### src/logic/bridge_pkg.sv
package bridge_pkg;

    ////////////////////////////////////////
    // sizes
    ////////////////////////////////////////

    localparam int WORD_W           = 32;
    localparam int PARAM_WORDS      = 2;
    localparam int NUM_REQ_CHANNELS = 4;
    localparam int REQ_IDX_W        = $clog2(NUM_REQ_CHANNELS);

    // host word per core request channel
    // index 0 has the highest priority
    localparam logic [15:0] REQUEST_WORDS [NUM_REQ_CHANNELS] = '{
        16'h0140,
        16'h0141,
        16'h0180,
        16'h0184
    };

    ////////////////////////////////////////
    // encodings
    ////////////////////////////////////////

    typedef enum logic [15:0] {
        host_request_status         = 16'h0000,
        host_reset_enter            = 16'h0010,
        host_reset_exit             = 16'h0011,
        host_dataslot_request_read  = 16'h0080,
        host_dataslot_update        = 16'h008a,
        host_notify_menu_state      = 16'h00b0,
        host_notify_docked_state    = 16'h00b1
    } cmd_word_e;

    // undefined holds a status request open
    typedef enum logic [WORD_W-1:0] {
        status_undefined = 32'h0,
        status_booting   = 32'h1,
        status_setup     = 32'h2,
        status_idle      = 32'h3,
        status_running   = 32'h4
    } request_status_e;

    typedef enum logic [WORD_W-1:0] {
        read_ready_to_read = 32'h0,
        read_not_allowed   = 32'h1,
        read_check_later   = 32'h2
    } dataslot_read_result_e;

    typedef enum logic [2:0] {
        cmd_state_idle                  = 3'd0,
        cmd_state_request_status        = 3'd1,
        cmd_state_dataslot_request_read = 3'd2,
        cmd_state_exit                  = 3'd7
    } cmd_state_e;

    ////////////////////////////////////////
    // port bundles
    ////////////////////////////////////////

    typedef struct packed {
        logic                                valid;
        logic [15:0]                         word;
        logic [PARAM_WORDS-1:0][WORD_W-1:0]  param;
    } cmd_req_t;

    typedef struct packed {
        logic                                ack;
        logic                                done;
        logic [WORD_W-1:0]                   result;
    } cmd_rsp_t;

    typedef struct packed {
        logic [15:0]                         slot_id;
        logic [WORD_W-1:0]                   offset;
        logic [WORD_W-1:0]                   length;
    } dataslot_t;

    typedef struct packed {
        logic                                valid;
        logic [PARAM_WORDS-1:0][WORD_W-1:0]  param;
    } core_req_t;

    typedef struct packed {
        logic                                ack;
        logic                                done;
    } core_rsp_t;

    typedef struct packed {
        logic                                valid;
        logic [15:0]                         word;
        logic [PARAM_WORDS-1:0][WORD_W-1:0]  param;
    } host_req_t;

    typedef struct packed {
        logic                                ack;
        logic                                done;
    } host_rsp_t;

endpackage

### src/logic/bridge_command_decoder.sv
`timescale 1ns/10ps

module bridge_command_decoder (
    input  logic                               bridge,
    input  logic                               arst_n,
    input  bridge_pkg::cmd_req_t               cmd_req,
    input  bridge_pkg::request_status_e        core_status,
    input  logic                               dataslot_read_done,
    input  bridge_pkg::dataslot_read_result_e  dataslot_read_result,
    output bridge_pkg::cmd_rsp_t               cmd_rsp,
    output logic                               reset_n,
    output logic                               in_menu,
    output logic                               docked,
    output logic                               dataslot_update_valid,
    output logic                               dataslot_read_valid,
    output bridge_pkg::dataslot_t              dataslot_param
);

    bridge_pkg::cmd_state_e  state;
    bridge_pkg::dataslot_t   cmd_dataslot;
    logic                    accept;
    logic                    exit_cmd;
    logic                    dataslot_word;

    assign accept = cmd_req.valid && (state == bridge_pkg::cmd_state_idle);

    assign dataslot_word = (cmd_req.word == bridge_pkg::host_dataslot_update) ||
                           (cmd_req.word == bridge_pkg::host_dataslot_request_read);

    // slot id and a short offset share word 0 while length is word 1
    always_comb begin
        cmd_dataslot.slot_id = cmd_req.param[0][15:0];
        cmd_dataslot.offset  = {16'h0000, cmd_req.param[0][31:16]};
        cmd_dataslot.length  = cmd_req.param[1];
    end

    ////////////////////////////////////////
    // command FSM
    ////////////////////////////////////////

    always_ff @(posedge bridge or negedge arst_n) begin
        if (!arst_n) begin
            state                 <= bridge_pkg::cmd_state_idle;
            reset_n               <= 1'b0;
            in_menu               <= 1'b0;
            docked                <= 1'b0;
            dataslot_update_valid <= 1'b0;
            dataslot_read_valid   <= 1'b0;
        end else begin
            // notifications are single cycle
            dataslot_update_valid <= 1'b0;
            dataslot_read_valid   <= 1'b0;

            case (state)
                bridge_pkg::cmd_state_idle: begin
                    if (cmd_req.valid) begin
                        case (cmd_req.word)
                            bridge_pkg::host_request_status: begin
                                state <= bridge_pkg::cmd_state_request_status;
                            end
                            bridge_pkg::host_reset_enter: begin
                                reset_n <= 1'b0;
                                state   <= bridge_pkg::cmd_state_exit;
                            end
                            bridge_pkg::host_reset_exit: begin
                                reset_n <= 1'b1;
                                state   <= bridge_pkg::cmd_state_exit;
                            end
                            bridge_pkg::host_dataslot_request_read: begin
                                dataslot_read_valid <= 1'b1;
                                state <= bridge_pkg::cmd_state_dataslot_request_read;
                            end
                            bridge_pkg::host_dataslot_update: begin
                                dataslot_update_valid <= 1'b1;
                                state <= bridge_pkg::cmd_state_exit;
                            end
                            bridge_pkg::host_notify_menu_state: begin
                                in_menu <= cmd_req.param[0][0];
                                state   <= bridge_pkg::cmd_state_exit;
                            end
                            bridge_pkg::host_notify_docked_state: begin
                                docked <= cmd_req.param[0][0];
                                state  <= bridge_pkg::cmd_state_exit;
                            end
                            default: begin
                                // unknown word, answer with result 0
                                state <= bridge_pkg::cmd_state_exit;
                            end
                        endcase
                    end
                end

                bridge_pkg::cmd_state_request_status,
                bridge_pkg::cmd_state_dataslot_request_read,
                bridge_pkg::cmd_state_exit: begin
                    if (exit_cmd) begin
                        state <= bridge_pkg::cmd_state_idle;
                    end
                end

                default: begin
                    state <= bridge_pkg::cmd_state_idle;
                end
            endcase
        end
    end

    always_ff @(posedge bridge) begin
        if (accept && dataslot_word) begin
            dataslot_param <= cmd_dataslot;
        end
    end

    ////////////////////////////////////////
    // done and result select
    ////////////////////////////////////////

    always_comb begin
        cmd_rsp.ack    = (state == bridge_pkg::cmd_state_idle);
        cmd_rsp.result = '0;
        exit_cmd       = 1'b0;

        case (state)
            bridge_pkg::cmd_state_request_status: begin
                exit_cmd       = (core_status != bridge_pkg::status_undefined);
                cmd_rsp.result = core_status;
            end
            bridge_pkg::cmd_state_dataslot_request_read: begin
                exit_cmd       = dataslot_read_done;
                cmd_rsp.result = dataslot_read_result;
            end
            bridge_pkg::cmd_state_exit: begin
                exit_cmd = 1'b1;
            end
            default: begin
            end
        endcase

        cmd_rsp.done = exit_cmd;
    end

    // the core answers a read only while one is outstanding
    a_read_done_when_waiting: assert property (
        @(posedge bridge) disable iff (!arst_n)
        dataslot_read_done |-> (state == bridge_pkg::cmd_state_dataslot_request_read)
    );

endmodule

### src/logic/request_channel.sv
`timescale 1ns/10ps

module request_channel (
    input  logic                                                   bridge,
    input  logic                                                   arst_n,
    input  bridge_pkg::core_req_t                                  core_req,
    input  logic                                                   grant_ack,
    input  logic                                                   grant_done,
    output bridge_pkg::core_rsp_t                                  core_rsp,
    output logic                                                   pending,
    output logic [bridge_pkg::PARAM_WORDS-1:0][bridge_pkg::WORD_W-1:0] param
);

    logic capture;

    // a new request is taken only once the previous one is finished
    assign capture = core_req.valid && !pending;

    always_ff @(posedge bridge or negedge arst_n) begin
        if (!arst_n) begin
            pending <= 1'b0;
        end else if (capture) begin
            pending <= 1'b1;
        end else if (grant_done) begin
            pending <= 1'b0;
        end
    end

    always_ff @(posedge bridge) begin
        if (capture) begin
            param <= core_req.param;
        end
    end

    // arbiter already qualifies ack and done with this channel's grant
    always_comb begin
        core_rsp.ack  = grant_ack;
        core_rsp.done = grant_done;
    end

    // core keeps its param steady until it has seen done
    a_param_stable: assert property (
        @(posedge bridge) disable iff (!arst_n)
        (pending && !grant_done) |=> $stable(core_req.param)
    );

endmodule

### src/logic/request_arbiter.sv
`timescale 1ns/10ps

module request_arbiter (
    input  logic                                       bridge,
    input  logic                                       arst_n,
    input  logic [bridge_pkg::NUM_REQ_CHANNELS-1:0]    pending,
    input  logic [bridge_pkg::PARAM_WORDS-1:0][bridge_pkg::WORD_W-1:0]
                                                       channel_param [bridge_pkg::NUM_REQ_CHANNELS],
    input  bridge_pkg::host_rsp_t                      host_rsp,
    output bridge_pkg::host_req_t                      host_req,
    output logic [bridge_pkg::NUM_REQ_CHANNELS-1:0]    grant_ack,
    output logic [bridge_pkg::NUM_REQ_CHANNELS-1:0]    grant_done
);

    logic                                     busy;
    logic                                     acked;
    logic [bridge_pkg::REQ_IDX_W-1:0]         sel;
    logic [bridge_pkg::REQ_IDX_W-1:0]         pick;
    logic [bridge_pkg::NUM_REQ_CHANNELS-1:0]  grant;

    ////////////////////////////////////////
    // fixed priority pick
    ////////////////////////////////////////

    // scan down so the lowest pending index is left in pick
    always_comb begin
        pick = '0;
        for (int i = bridge_pkg::NUM_REQ_CHANNELS - 1; i >= 0; i--) begin
            if (pending[i]) begin
                pick = bridge_pkg::REQ_IDX_W'(i);
            end
        end
    end

    always_ff @(posedge bridge or negedge arst_n) begin
        if (!arst_n) begin
            busy  <= 1'b0;
            acked <= 1'b0;
            sel   <= '0;
        end else if (!busy) begin
            if (|pending) begin
                busy <= 1'b1;
                sel  <= pick;
            end
        end else if (host_rsp.done) begin
            busy  <= 1'b0;
            acked <= 1'b0;
        end else if (host_rsp.ack) begin
            acked <= 1'b1;
        end
    end

    ////////////////////////////////////////
    // host side and grant routing
    ////////////////////////////////////////

    always_comb begin
        grant = '0;
        if (busy) begin
            grant[sel] = 1'b1;
        end
    end

    always_comb begin
        host_req.valid = busy && !acked;
        host_req.word  = busy ? bridge_pkg::REQUEST_WORDS[sel] : '0;
        host_req.param = busy ? channel_param[sel] : '0;
    end

    assign grant_ack  = grant & {bridge_pkg::NUM_REQ_CHANNELS{host_rsp.ack}};
    assign grant_done = grant & {bridge_pkg::NUM_REQ_CHANNELS{host_rsp.done}};

    // host done only ever answers a granted request
    a_done_onehot: assert property (
        @(posedge bridge) disable iff (!arst_n)
        host_rsp.done |-> $onehot(grant_done)
    );

    // back-pressure holds the request until the host acks it
    a_req_held: assert property (
        @(posedge bridge) disable iff (!arst_n)
        (host_req.valid && !host_rsp.ack) |=>
            host_req.valid && $stable(host_req.word) && $stable(host_req.param)
    );

endmodule

### src/logic/bridge_command.sv
`timescale 1ns/10ps

module bridge_command (
    input  logic                                bridge,
    input  logic                                arst_n,

    // host command side
    input  bridge_pkg::cmd_req_t                cmd_req,
    output bridge_pkg::cmd_rsp_t                cmd_rsp,
    input  bridge_pkg::request_status_e         core_status,
    input  logic                                dataslot_read_done,
    input  bridge_pkg::dataslot_read_result_e   dataslot_read_result,
    output logic                                reset_n,
    output logic                                in_menu,
    output logic                                docked,
    output logic                                dataslot_update_valid,
    output logic                                dataslot_read_valid,
    output bridge_pkg::dataslot_t               dataslot_param,

    // core request side
    input  bridge_pkg::core_req_t               core_req [bridge_pkg::NUM_REQ_CHANNELS],
    output bridge_pkg::core_rsp_t               core_rsp [bridge_pkg::NUM_REQ_CHANNELS],
    output bridge_pkg::host_req_t               host_req,
    input  bridge_pkg::host_rsp_t               host_rsp
);

    logic [bridge_pkg::NUM_REQ_CHANNELS-1:0]  pending;
    logic [bridge_pkg::NUM_REQ_CHANNELS-1:0]  grant_ack;
    logic [bridge_pkg::NUM_REQ_CHANNELS-1:0]  grant_done;
    logic [bridge_pkg::PARAM_WORDS-1:0][bridge_pkg::WORD_W-1:0]
                                              channel_param [bridge_pkg::NUM_REQ_CHANNELS];

    bridge_command_decoder i_decoder (
        .bridge,
        .arst_n,
        .cmd_req,
        .core_status,
        .dataslot_read_done,
        .dataslot_read_result,
        .cmd_rsp,
        .reset_n,
        .in_menu,
        .docked,
        .dataslot_update_valid,
        .dataslot_read_valid,
        .dataslot_param
    );

    // index order is priority order as in REQUEST_WORDS
    for (genvar i = 0; i < bridge_pkg::NUM_REQ_CHANNELS; i++) begin : g_channel
        request_channel i_channel (
            .bridge,
            .arst_n,
            .core_req   (core_req[i]),
            .grant_ack  (grant_ack[i]),
            .grant_done (grant_done[i]),
            .core_rsp   (core_rsp[i]),
            .pending    (pending[i]),
            .param      (channel_param[i])
        );
    end

    request_arbiter i_arbiter (
        .bridge,
        .arst_n,
        .pending,
        .channel_param,
        .host_rsp,
        .host_req,
        .grant_ack,
        .grant_done
    );

endmodule

### config.mk
export PLATFORM = sky130hd
export DESIGN_NAME = bridge_command
export DESIGN_NICKNAME = d
export VERILOG_FILES = /design/src/logic/bridge_pkg.sv /design/src/logic/bridge_command_decoder.sv /design/src/logic/request_channel.sv /design/src/logic/request_arbiter.sv /design/src/logic/bridge_command.sv
export SDC_FILE = /design/constraint.sdc
export NUM_CORES = 1
export LEC_CHECK = 0
export BUFFER_PORTS_ARGS = -buffer_cell sky130_fd_sc_hd__buf_2
export CAP_MARGIN = 20
export CORE_AREA = 2 2 241 243
export DETAILED_ROUTE_END_ITERATION = 7
export DIE_AREA = 0 0 243 245
export MAX_ROUTING_LAYER = met4
export PLACE_DENSITY = 0.44
export SYNTH_ARGS = -nofsm -noshare
export SYNTH_HDL_FRONTEND = slang
export SYNTH_HIERARCHICAL = 1
export SYNTH_SLANG_ARGS = --single-unit
### constraint.sdc
create_clock -name bridge -period 5.5 [get_ports bridge]
set_input_delay 1.1 -clock bridge [delete_from_list [all_inputs] [get_ports bridge]]
set_output_delay 1.1 -clock bridge [all_outputs]
set_load 0.005 [all_outputs]
## Word level (Yosys, flattened, before mapping)

Index checks and enable logic that the tools add are counted.
W data, S select, Z words.

| storage, ports and cells | value |
|---|---|
| output and inout bits | 208 |
| register bits | 336 |
| word-level logic and storage cells | 114 |

| cells by class | value |
|---|---|
| reduce and logical (&&, ||, !) cells | 31 |
| multiplexer cells | 41 |
| bitwise operators | 4 |
| equality and inequality tests | 11 |
| $lt $le $gt $ge | 3 |

Operator list:

| operator | number |
|---|---|
| $mux W64 | 3 |
| $bmux W64 S2 | 1 |
| $eq A16 B8 Y1 const B | 4 |
| $pmux W32 S2 | 1 |
| $mux W16 | 3 |
| $bmux W16 S2 | 1 |
| $eq A16 B5 Y1 const B | 2 |
| $reduce_bool A32 Y1 | 1 |
| $mux W1 | 20 |
| $logic_not A16 Y1 | 1 |
| $pmux W3 S2 | 2 |
| $reduce_bool A2 Y1 | 6 |
| $reduce_and A3 Y1 | 3 |
| $and A4 B4 Y4 | 2 |
| $logic_and A1 B1 Y1 | 8 |
| $mux W2 | 4 |
| $mux W3 | 2 |
| $reduce_and A2 Y1 | 3 |
| $logic_not A1 Y1 | 5 |
| $mux W4 | 1 |
| $reduce_or A4 Y1 | 1 |
| $eq A3 B1 Y1 const B | 1 |
| $eq A3 B2 Y1 const B | 1 |
| $eq A3 B3 Y1 const B | 1 |
| other kinds (13) | 13 |

## Depth between registers and ports, before layout

Gate-level depths: netlist (run 1).

| depth | value |
|---|---|
| word-level depth | 8 |
| mapped depth | 5 |

## By module

Netlist (run 1), hierarchy kept.

By module, submodules not included:

| module | cells each | area an instance (um^2) | instances |
|---|---|---|---|
| request_channel | 70 | 1976.9 | 4 |
| bridge_command_decoder | 177 | 2886.5 | 1 |
| request_arbiter | 267 | 2280.9 | 1 |

## Worst setup path before layout (run 1)

OpenSTA, ideal clock, no wires.

| path | value |
|---|---|
| kind | input port to flip-flop |
| start point | in cmd_req[75] (netlist name) |
| end point | reg, netlist name i_decoder/dataslot_param[0] |
| stages on the path | 4 |
| library setup time | 507 ps |
| slack | 103 ps |
| arrival time | 4890 ps |
| cells stage by stage | nor4_1 -> and3_1 -> nand4_1 -> a21oi_1 |

| between the ends | value |
|---|---|
| cells in the longest elaborated chain, start to end | 3 |
| elaborated cells between the ends (all ways) | 4 |
| classes of those cells | eq/ne: 2; reduce/logical: 2 |

Ends and longest elaborated chain:

| what | RTL line | source |
|---|---|---|
| start, declared | bridge_command.sv:8 | `input bridge_pkg::cmd_req_t cmd_req,` |
| $eq A16 B8 Y1 (on tied branches) | bridge_command_decoder.sv:27, bridge_command_decoder.sv:28 |  |
| $logic_or A1 B1 Y1 * | bridge_command_decoder.sv:27 | `assign dataslot_word = (cmd_req.word == bridge_pkg::host_dataslot_update) \|\|` |
| $logic_and A1 B1 Y1 * | bridge_command_decoder.sv:109 | `if (accept && dataslot_word) begin` |

Every way passes the cells marked *; elsewhere a longest branch is shown, timed or not.
A chain may end at the register's enable or synchronous reset.

==> results of run 1 <==
## sequential cells by signal, summed over array words and instances (netlist names)
name,cells
i_arbiter/acked,1
i_decoder/state,3
i_decoder/reset_n,1
i_arbiter/sel,2
i_decoder/dataslot_update_valid,1
i_decoder/docked,1
i_decoder/in_menu,1
i_arbiter/busy,1
g_channel.i_channel/param,256
i_decoder/dataslot_read_valid,1
i_decoder/dataslot_param,64
g_channel.i_channel/pending,4
## worst min-delay path by stage
stage	endpoint	slack, ps	depth (start not counted)
2_1_floorplan	g_channel[0].i_channel/pending	480	1
3_3_place_gp	i_decoder/in_menu	510	1
3_5_place_dp	i_decoder/in_menu	510	1
4_1_cts	g_channel[0].i_channel/pending	450	1
5_1_grt	g_channel[0].i_channel/pending	480	1
6_report	g_channel[0].i_channel/pending	480	1
## power breakdown
part / switching [mW] / leakage, nW / total [mW] / internal (mW)
combinational: 0.566 / 3.68 / 1.05 / 0.484
clock: 1.10 / 0.702 / 2.89 / 1.78
sequential: 0.0808 / 3.09 / 3.02 / 2.93
total: 1.75 / 7.48 / 6.95 / 5.20
## routing by layer
metal / part of all wire / track usage
met1: 0.41 / 0.183
met2: 0.50 / 0.248
met3: 0.070 / 0.0452
met4: 0.019 / 0.0435
met5: 0 / -
## placed cells by master (no fill, tap or decap), drive strengths merged, types with 5 or more instances in the layout
| cell | n |
|---|---|
| bufinv | 7 |
| clkbuf | 52 |
| nor2b | 7 |
| dfrtp | 16 |
| clkinv | 13 |
| edfxtp | 320 |
| nand2 | 5 |
| mux2i | 128 |
| nor2 | 15 |
| o22ai | 64 |
| conb | 27 |
| a21oi | 8 |
| and3 | 7 |
| diode | 11 |
| a22o | 33 |
| nor4 | 12 |
| buf | 604 |
## area by class of cell
| type | instances | area, um^2 |
|---|---|---|
| fillers | 5791 | 38800 |
| flip-flops and latches | 336 | 10000 |
| repair buffers | 604 | 3080 |
| multi-input cells | 339 | 2680 |
| clock buffers | 52 | 1120 |
| well taps | 765 | 957 |
| clock inverters | 24 | 330 |
| diodes | 11 | 27.5 |
| inverters | 2 | 7.51 |
## kinds of logic (layout without fill, tap and decap cells)
group	Yosys count	count (layout)	synth area share
DFF	336	336	0.766
muxes	131	131	0.101
AOI/OAI and AO/OA	111	111	0.0590
buffers and inverters	74	682	0.0411
and+or+nand+nor	70	70	0.0331
other	2	38	0.000574
## through the flow
step | hold WS, ps | cells | setup WS [ps]
global placement | 506 | 2045 | 1970
global route | 476 | 2133 | 1320
finish | 479 | 2133 | 1500
floorplan | 484 | 749 | 103
CTS | 452 | 2121 | 1420
detailed placement | 506 | 2045 | 1960
## critical path, delay by kind of cell, from the launching register on
family	cells	cell delay [ps]
and+or+nand+nor	1	560
AOI/OAI and AO/OA	1	360
buffers and inverters	2	680
DFF	1	670
==> results.md, run 1 <==
STA:
- The clock skew after layout is 36.3 ps.
- The final cycle utilization of the critical path is 0.728.
- The max-slew violation total from the final report is 0.
- For the final routed database, the setup TNS stands at 0 ps.
- The number of endpoints with negative hold slack in the final report is 0.
- For the pin with the worst max-slew slack, the measured transition is 1060 ps.
- Setup repair after global routing left no endpoint under its margin.
- The worst slew margin relative to its limit is 0.291.
- Setup violations remaining at the end of the flow were counted as 0.
- The clock period could shrink to 4000 ps.
- Based on the critical path, the design can be clocked at up to 250 MHz.

Global route:
- The number of antenna violations at the first check in global routing was 15.
- The first global-routing pass estimated 63.7 mm of wire.
- After global routing the overflow that remains totals 0.
- The overall global routing resource usage is 0.152.
- The number of global-route vias before repair came to 9118.
- Entering global routing, the biggest net connects 67 pins.

CTS:
- Clock tree synthesis found a total of 336 sinks.
- The clock transition at the registers of the reported paths is 60 ps.
- The number of clock buffers inserted by TritonCTS is 41.
- The later-pin clock latency in the skew report is 560 ps.
- After clock tree synthesis, the repair step resized 0 gates.
- The CTS tree is done.
- The tree is rooted in a sky130_fd_sc_hd__clkbuf_16.
- The number of hold buffers added after CTS is 0.
- The clock passes through at most 3 buffers.
- The number of buffers inserted by post-CTS setup repair is 0.
- The H-tree depth is 2.

Cells and area:
- The post-synthesis to final-layout area growth is 39.3%.
- The number of nets in the layout is 1734.
- After routing the design area is 18200 um^2.
- The final standard cell utilization of the core is 0.319.
- The share of cells above drive strength 1 is 0.504.

Floorplanning:
- The starting density of the core is 0.229.
- The overall die height is 245 um.
- The number of placement rows is 88.
- The die outline area is 59500 um^2.
- For this design the top-level I/O count stands at 618.
- The x dimension of the die is 243 um.
- The core outline area is 57000 um^2.

Placed design:
- The congestion estimate from routability-driven global placement came to 0.943.
- The post-detailed-placement cell area is 16700 um^2.
- Port buffering added 590 buffers.
- The placed wire-length estimate after detailed placement is 33.7 mm.

Setup path:
- The delay of the slowest cell on the worst path is 670 ps.
- The reg-to-reg startpoint is i_decoder/state[0].
- Along the worst path, the maximum fanout reaches 40.
- The endpoint class of the critical path is an output pin.
- The standard cell with the maximum stage delay on the critical path is sky130_fd_sc_hd__dfrtp_1.
- Data on the critical path arrives at its endpoint at 2900 ps.
- The critical path goes through nand2_2 -> buf_4 -> o22ai_1 -> buf_2.
- The data required time at the worst endpoint is 4400 ps.
- The most critical setup path has its endpoint at host_req[63].
- The most critical setup path has its startpoint at i_arbiter/busy.
- The depth of the worst register-to-register path is 4.
- In this run the critical register-to-register path is captured at i_decoder/dataslot_param[13].
- The kind of critical path is flip-flop to output pin.
- The reg-to-reg setup timing slack is 2850 ps.
- The launching element type of the critical path is a flip-flop.

Route:
- The routed layout has 8823 vias.
- After detailed routing, the total wire length is 46.2 mm.
- Dividing the detail-routed via count by the number of cells gives 4.14.
- The number of DRC violations after detailed-routing iteration 0 is 449.
- The number of remaining DRC errors is 0.
- The first TritonRoute pass finished after 4 iterations.
- In this run the remaining antenna-violating nets after routing total 0.
- The average routed wire per standard cell is 21.7 um.

Synthesis:
- By area the synthesized netlist is led by sky130_fd_sc_hd__edfxtp_1, sky130_fd_sc_hd__mux2i_1, sky130_fd_sc_hd__dfrtp_1.
- The async set-reset flop share out of synthesis is 0.0476.
- The number of enable-type register cells in the synthesized netlist is 320.
- The mapped netlist covers 13100 um^2.
- The cell type with the highest aggregate area in the netlist is sky130_fd_sc_hd__edfxtp_1.
- The share of the yosys chip area belonging to registers is 0.766.
- By count the netlist is led by sky130_fd_sc_hd__edfxtp_1, sky130_fd_sc_hd__mux2i_1, sky130_fd_sc_hd__o22ai_1.
- The average instance area after synthesis is 18.1 um^2.
- The number of warnings issued by yosys is 6.
- The most frequent cell after synthesis is sky130_fd_sc_hd__edfxtp_1.
- The number of distinct library cell variants in the gate-level netlist after synthesis is 34.
- The register bit total from synthesis is 336.
- For this run, the leading register cell type out of synthesis is sky130_fd_sc_hd__edfxtp_1.
- The cell count after synthesis came out at 724.
- Of the post-synthesis cell area, the dominant cell type holds 0.735.

Power:
- The worst-case vdd ir drop is 201 uV.
- The power density of the placed cells is 382 nW/um^2.
- The leakage power figure is 7.48 nW.
- The overall power after layout is 6.95 mW.

Status:
- The flow ran to the end, and the final reports show no timing, DRC or antenna violations.

Min path:
- The type of the worst min-delay path is primary input to async pin.

Job:
- The total of max-cap violations is 0.
No activity file was read; power rests on OpenSTA's default activity.
==> inputs of run 2 (changes only) <==
==> constraint.sdc (replaced) <==
create_clock -name bridge -period 4.1 [get_ports bridge]
set_input_delay 0.82 -clock bridge [delete_from_list [all_inputs] [get_ports bridge]]
set_output_delay 0.82 -clock bridge [all_outputs]
set_load 0.005 [all_outputs]
==> run 2 against run 1 <==
Register-to-register slack lost 1100 ps. Cell area is essentially flat. Clock-buffer cell count is 1 lower. Non-clock buffer count is 2 higher. Setup slack worse by 910 ps. Power increased by 31%. Flip-flop and latch count is the same. Critical endpoint is now host_req[17].
==> results.md, run 2 (synthesis gave the netlist of run 1 again) <==
Route:
- For this run, design rule violations remaining after detail routing come to 0.
- The sum of routed wire length over all layers is 45.1 mm.
- Dividing the detail-routed wire length by the instance count gives 21.1 um.
- Detailed routing inserted a total of 8782 vias.
- The count of nets left with antenna violations once routing finished came out at 0.
- The first TritonRoute pass finished after 5 iterations.
- The detailed-route vias per instance is 4.11.
- The number of DRC violations after detailed-routing iteration 0 is 488.

STA:
- Across the routed clock network, the largest skew measured is 40.5 ps.
- The highest achievable clock rate is 285 MHz.
- The worst hold slack after final layout is 213 ps.
- The transition time at the pin with the least slew margin is 968 ps.
- Setup slack closes at 589 ps.
- Setup violations remaining at the end of the flow were counted as 0.
- Setup repair after global routing left no endpoint under its margin.
- Adding up every negative setup slack in the final design gives 0 ps.
- Of the available clock period, the critical path in the final layout requires 0.856.
- Measured against its own limit, the worst slew margin works out to 0.354.
- Counting I/O delays and the setup requirement, the final critical path takes 3510 ps.
- The number of endpoints with negative hold slack in the final report is 0.
- The max-slew violation total from the final report was 0.

Floorplanning:
- The overall die height is 245 um.
- The die outline area is 59500 um^2.
- The floorplan step defined a core boundary enclosing 57000 um^2.
- The boundary pin count is 618.
- The starting density of the core is 0.229.
- The number of placement rows is 88.
- The x dimension of the die is 243 um.

Setup path:
- In this run the worst path has a maximum fanout of 50.
- The endpoint class of the critical path is an output pin.
- The launching element type of the critical path is a flip-flop.
- Traced cell by cell, the critical path runs through buf_4 -> mux2i_1 -> o22ai_1 -> buf_2.
- For the worst setup path, the data required time is 3280 ps.
- On the worst path, the slowest cell contributes a delay of 1040 ps.
- The critical path is of the flip-flop to output pin type.
- In this design, the largest share of critical-path delay is due to flip-flops.
- The buffering stage count on the worst path with inverters included is 2.
- The standard cell with the maximum stage delay on the critical path is sky130_fd_sc_hd__dfrtp_4.
- At the worst endpoint, the arrival time is 2690 ps.

Power:
- The sequential fraction of design power is 0.446.
- The share of total power dissipated in the clock network is 0.396.
- The cell internal power dissipation is 6.75 mW.
- The combinational group share of total power is 0.158.
- For this design the ratio of total power to cell area is 500 nW/um^2.
- The design draws 9.10 mW.
- For this design the total switching power over the nets is 2.35 mW.
- In this run the static leakage power is 7.47 nW.
- The worst-case IR drop observed on VDD is 319 uV.
- Of the total power, the share spent switching nets is 0.258.

Cells and area:
- The final standard cell utilization of the core is 0.319.
- From synthesis to final layout, the design area changed by 39.3%.
- The final design area excluding fillers is 18200 um^2.
- Leaving out fill and tap cells, the most frequent cell in the layout is sky130_fd_sc_hd__buf_2.
- The flip-flop count of the largest register after layout is 256.
- The number of nets in the layout is 1737.
- The largest registers in the layout are g_channel.i_channel/param (256), i_decoder/dataslot_param (64), g_channel.i_channel/pending (4).
- The register with the most flip-flops in the final layout is g_channel.i_channel/param.
- Leaving out fill and tap cells, the most frequent cells in the layout are sky130_fd_sc_hd__buf_2, sky130_fd_sc_hd__edfxtp_1, sky130_fd_sc_hd__mux2i_1.
- The share of cells above drive strength 1 is 0.504.
- Once layout is complete, the cells apart from fillers number 2138.

CTS:
- The clock transition at the registers of the reported paths is 50 ps.
- The number of setup buffers added after CTS is 0.
- The later-pin clock latency in the skew report is 560 ps.
- The root buffer selected by CTS is sky130_fd_sc_hd__clkbuf_16.
- Clock tree synthesis found a total of 336 sinks.
- The number of hold buffers added after CTS is 0.
- The H-tree generated during clock tree synthesis spans 2 levels.
- In this run the deepest clock path goes through 3 buffers.
- Clock tree synthesis inserted a total of 42 buffers.
- TritonCTS built the clock tree.
- Gates resized during post-CTS repair numbered 0.

Global route:
- Entering global routing, the biggest net connects 54 pins.
- Global routing finished with a remaining overflow of 0.
- The overall global routing resource usage is 0.150.
- The number of antenna violations at the first check in global routing came to 14.
- The number of global-route vias before repair is 9164.
- The first global-routing pass estimated 62.9 mm of wire.

Placed design:
- The pre-CTS setup slack is 1130 ps.
- Counting tap cells, the placed design contains a total of 2047 instances.
- The final estimated routing congestion in global placement is 0.894.
- The number of buffers added on ports is 590.
- The placed wire-length estimate after detailed placement is 33.8 mm.
- The post-detailed-placement cell area is 16800 um^2.

Status:
- The run finished with clean final reports.

Job:
- The total of max-cap violations is 0.

Min path:
- The type of the worst min-delay path is primary input to async pin.
==> run 2: area by class of cell <==
type	count	area [um^2]
well taps	765	957
clock inverters	26	243
multi-input cells	339	2680
diodes	13	32.5
clock buffers	51	1110
flip-flops and latches	336	10000
inverters	2	7.51
repair buffers	606	3180
fillers	5800	38800
==> run 2: metal layers <==
layer,GRT usage,wire length (um),up-vias
met4,0.0523,1250,0
met5,-,0,-
li1,-,-,4077
met2,0.241,22600,328
met1,0.182,18300,4307
met3,0.0382,2990,70
==> run 2: final timing paths <==
kind	startpoint	endpoint	slack, ps	cells after the start
worst max-delay path	i_arbiter/sel[1]	host_req[17]	590	4
min in group bridge	core_req[30]	g_channel[3].i_channel/param[30]	430	1
worst min register to register	i_decoder/in_menu	i_decoder/in_menu	510	1
max in group asynchronous	arst_n	i_arbiter/sel[1]	3500	1
worst min-delay path	arst_n	i_decoder/reset_n	210	1
worst max register to register	i_decoder/state[0]	i_decoder/dataslot_param[66]	1770	4
==> run 2: power groups by stage <==
stage	Combinational, mW	Sequential, mW	Clock, mW
after CTS	1.44	4.06	3.73
after global routing	1.56	4.07	3.88
after floorplan	0.783	4.06	0
after global placement	1.40	4.13	0
after detailed placement	1.44	4.13	0
final	1.43	4.06	3.61
==> inputs of run 3 (changes only) <==
--- a/config.mk
+++ b/config.mk
@@ -5,13 +5,14 @@
 export SDC_FILE = /design/constraint.sdc
 export NUM_CORES = 1
 export LEC_CHECK = 0
+export ABC_AREA = 1
 export BUFFER_PORTS_ARGS = -buffer_cell sky130_fd_sc_hd__buf_2
 export CAP_MARGIN = 20
-export CORE_AREA = 2 2 241 243
+export CORE_AREA = 2 2 240 242
 export DETAILED_ROUTE_END_ITERATION = 7
-export DIE_AREA = 0 0 243 245
+export DIE_AREA = 0 0 242 244
 export MAX_ROUTING_LAYER = met4
-export PLACE_DENSITY = 0.44
+export PLACE_DENSITY = 0.46
 export SYNTH_ARGS = -nofsm -noshare
 export SYNTH_HDL_FRONTEND = slang
 export SYNTH_HIERARCHICAL = 1
==> run 3 against run 2 <==
Utilization rose by 1.5 points. Power rose by 31%. Critical path depth rose by 3. Register-to-register slack got worse by 410 ps. Die area fell by 0.82%. Largest cell class unchanged. Synthesized cell count rose by 60%.
==> results.md, run 3 <==
CTS:
- The count of instances resized after the clock tree is built is 0.
- The clock sink count is 336.
- In this run, CTS created clock tree buffers numbering 39.
- CTS built an H-tree with a depth of 2.
- Once the clock tree was built, the setup fixing pass inserted 0 buffers.
- Clock tree synthesis selected as its root buffer the cell sky130_fd_sc_hd__clkbuf_16.
- The number of hold buffers added after CTS is 0.
- Counting along the longest clock path gives a buffer depth of 3.
- TritonCTS built the clock tree.
- Clock-pin slew was measured on the worst setup and hold paths at 60 ps.
- The clock reaches the later pin of the worst-skew pair after 570 ps.

Synthesis:
- By count the netlist is led by sky130_fd_sc_hd__edfxtp_1, sky130_fd_sc_hd__nand2_1, sky130_fd_sc_hd__nand3_1.
- The fraction of synthesized cell area taken by the top area cell type is 0.688.
- After synthesis the netlist holds a flip-flop and latch count of 336.
- The number of warnings issued by yosys is 6.
- After synthesis, the share of flip-flops with an asynchronous set or reset is 0.0476.
- Sorting the synthesized cells by area gives the leading types as sky130_fd_sc_hd__edfxtp_1, sky130_fd_sc_hd__nand3_1, sky130_fd_sc_hd__nand2_1.
- The share of the yosys chip area belonging to registers is 0.717.
- The number of distinct library cell variants in the gate-level netlist after synthesis is 30.
- Of all cell types, the one taking the most synthesized area is sky130_fd_sc_hd__edfxtp_1.
- Dividing the synthesized area by the synthesized cell count gives 12.1 um^2.
- Synthesis handed over a netlist of 1158 instances.
- The number of enable-type register cells in the synthesized netlist is 320.
- For this run, the leading register cell type out of synthesis is sky130_fd_sc_hd__edfxtp_1.
- The total standard cell area after synthesis is 14000 um^2.
- The most frequent cell after synthesis is sky130_fd_sc_hd__edfxtp_1.

Global route:
- In the global route stage, met1 resource usage came out at 0.195.
- The met3 capacity usage during global routing is 0.0469.
- Entering global routing, the biggest net connects 108 pins.
- The layer with the highest usage is met2.
- The first-pass GRT wire length is 74.6 mm.
- The number of global-route vias before repair came to 11.2k.
- The total overflow left after global routing is 0.
- In the global route stage, met2 resource usage came out at 0.316.
- The overall global routing resource usage is 0.178.
- The number of antenna violations at the first check in global routing was 22.

Job:
- The total of max-cap violations is 0.

Route:
- After detailed routing, the number of remaining DRC violations is 0.
- The number of optimization iterations in the first detailed-route pass is 5.
- After detailed routing, the average wire length per cell comes to 21.1 um.
- In the routed layout, each cell is associated on average with a via count of 4.34.
- The sum of routed wire length over all layers is 53.3 mm.
- The number of nets with antenna violations after detailed routing is 0.
- The via total after detailed routing is 10.9k.
- The number of DRC violations after detailed-routing iteration 0 is 564.

Floorplanning:
- The die outline area is 59000 um^2.
- In this run the vertical extent of the chip is 244 um.
- The number of placement rows is 87.
- Pin placement for this block handled 618 I/O pins.
- The x dimension of the die is 242 um.
- The initial utilization of the core area, before any placement, comes to 0.249.
- The floorplan step defined a core boundary enclosing 56200 um^2.

Setup path:
- In this run the worst path has a maximum fanout of 40.
- The standard cell with the maximum stage delay on the critical path is sky130_fd_sc_hd__dfrtp_4.
- The arrival time of data at the critical path endpoint is 2730 ps.
- STA puts the critical path data required time at 3280 ps.
- The worst setup path is captured at an output pin.
- The worst setup path is of the flip-flop to output pin kind.
- Walking the worst path, the cells encountered are nor2_4 -> buf_12 -> nand2_1 -> nand2_1 -> nor2_1 -> nor2_1 -> buf_2.
- The largest single stage delay on the critical path is 660 ps.
- The launching element type of the critical path is a flip-flop.

Cells and area:
- The library cell used most frequently in the layout, excluding fill and tap cells, is sky130_fd_sc_hd__buf_2.
- The multi-input combinational cells in the finished layout cover a total of 3200 um^2.
- For this run, the post-layout net count is 2136.
- The number of inserted filler cells in the final layout is 5797.
- From synthesis to final layout, the design area changed by 34.4%.
- The share of cells above drive strength 1 is 0.391.
- The register containing the most flip-flops in the final layout is g_channel.i_channel/param.
- The flip-flop count of the largest register after layout is 256.
- In the layout the commonest cells are sky130_fd_sc_hd__buf_2, sky130_fd_sc_hd__edfxtp_1, sky130_fd_sc_hd__nand2_1.
- The final standard cell utilization of the core is 0.334.
- Once layout is done, the placed cells without fillers occupy 18800 um^2.
- In the final layout, flip-flops and latches occupy 10000 um^2.
- In the final layout, the registers with the most flip-flops are g_channel.i_channel/param (256), i_decoder/dataslot_param (64), g_channel.i_channel/pending (4).

STA:
- Setup repair after global routing left no endpoint under its margin.
- Setup violations remaining at the end of the flow were counted as 0.
- The post-route worst setup slack is 550 ps.
- Clock skew on the completed layout was measured at 34.5 ps.
- The highest achievable clock rate is 282 MHz.
- After routing, the total negative slack on setup checks comes to 0 ps.
- The final period demand of the worst path is 3550 ps.
- The worst slew margin relative to its limit is 0.560.
- Of the available clock period, the critical path in the final layout requires 0.866.
- The max-slew violation total from the final report came to 0.
- The number of endpoints with negative hold slack in the final report is 0.
- For the pin with the worst max-slew slack, the measured transition is 660 ps.

Power:
- The leakage power figure is 8.17 nW.
- The worst-case vdd ir drop is 338 uV.
- The power density of the placed cells is 635 nW/um^2.
- The overall power after layout is 11.9 mW.

Placed design:
- The number of buffers added on ports is 590.
- The post-detailed-placement cell area is 17500 um^2.
- The placed wire-length estimate after detailed placement is 38.7 mm.
- The final estimated routing congestion in global placement is 0.946.
- The pre-CTS setup slack is 1050 ps.

Status:
- The flow ran to the end, and the final reports show no timing, DRC or antenna violations.

Min path:
- The type of the worst min-delay path is primary input to async pin.
-- run 3: changes by cell type after synthesis, moves of 20 or more --
cell	change
sky130_fd_sc_hd__a22o_1	-32
sky130_fd_sc_hd__a32o_1	+30
sky130_fd_sc_hd__buf_2	+20
sky130_fd_sc_hd__inv_1	+31
sky130_fd_sc_hd__mux2i_1	-128
sky130_fd_sc_hd__nand2_1	+228
sky130_fd_sc_hd__nand3_1	+199
sky130_fd_sc_hd__nor2_1	+160
sky130_fd_sc_hd__o22ai_1	-63
-- run 3: kinds of logic after synthesis --
kind of cell | share of synthesized area
flip-flops | 0.717
AO/OA/AOI/OAI | 0.0279
buffers and inverters | 0.0616
other | 0.000538
AND/OR/NAND/NOR | 0.193
-- run 3: layer usage --
layer / part of all wire / up-vias
li1: - / 5148
met1: 0.38 / 5194
met2: 0.52 / 515
met3: 0.075 / 80
met4: 0.029 / 0
met5: 0 / -
-- run 3: critical path: cells and delay by family (launching register included) --
family | cells | cell delay, ps
AND/OR/NAND/NOR | 5 | 960
buffers and inverters | 2 | 440
flip-flops | 1 | 660
-- run 3: power breakdown --
part / switching [mW] / leakage, nW / internal [mW]
clock network: 1.43 / 0.596 / 1.95
registers: 0.269 / 3.12 / 4.28
logic: 2.66 / 4.45 / 1.32
total: 4.36 / 8.17 / 7.55
-- run 3: worst paths after layout --
path	slack, ps	start	end	depth (start not counted)
min in group bridge	420	core_req[238]	g_channel[0].i_channel/param[43]	1
worst min-delay path	210	arst_n	g_channel[2].i_channel/pending	1
worst min register to register	500	i_decoder/reset_n	i_decoder/reset_n	1
max in group asynchronous	3550	arst_n	i_arbiter/sel[0]	1
worst max-delay path	550	i_arbiter/sel[0]	host_req[44]	7
worst max register to register	1360	i_decoder/state[2]	i_decoder/dataslot_param[45]	7
-- run 3: cell type report --
type                            count  share of cell area
Clock buffer                       46              0.0534
Timing Repair Buffer              607               0.170
Multi-Input combinational cell    703               0.171
Clock inverter                     20              0.0117
Sequential cell                   336               0.534
Tap cell                          756              0.0504
Antenna cell                       15             0.00200
Inverter                           39             0.00807
-- run 3: metrics by stage --
stage	hold slack, ps	instances
global route	213	2520
floorplan	465	1183
global placement	495	2441
detailed placement	502	2441
CTS	184	2507
finish	210	2522
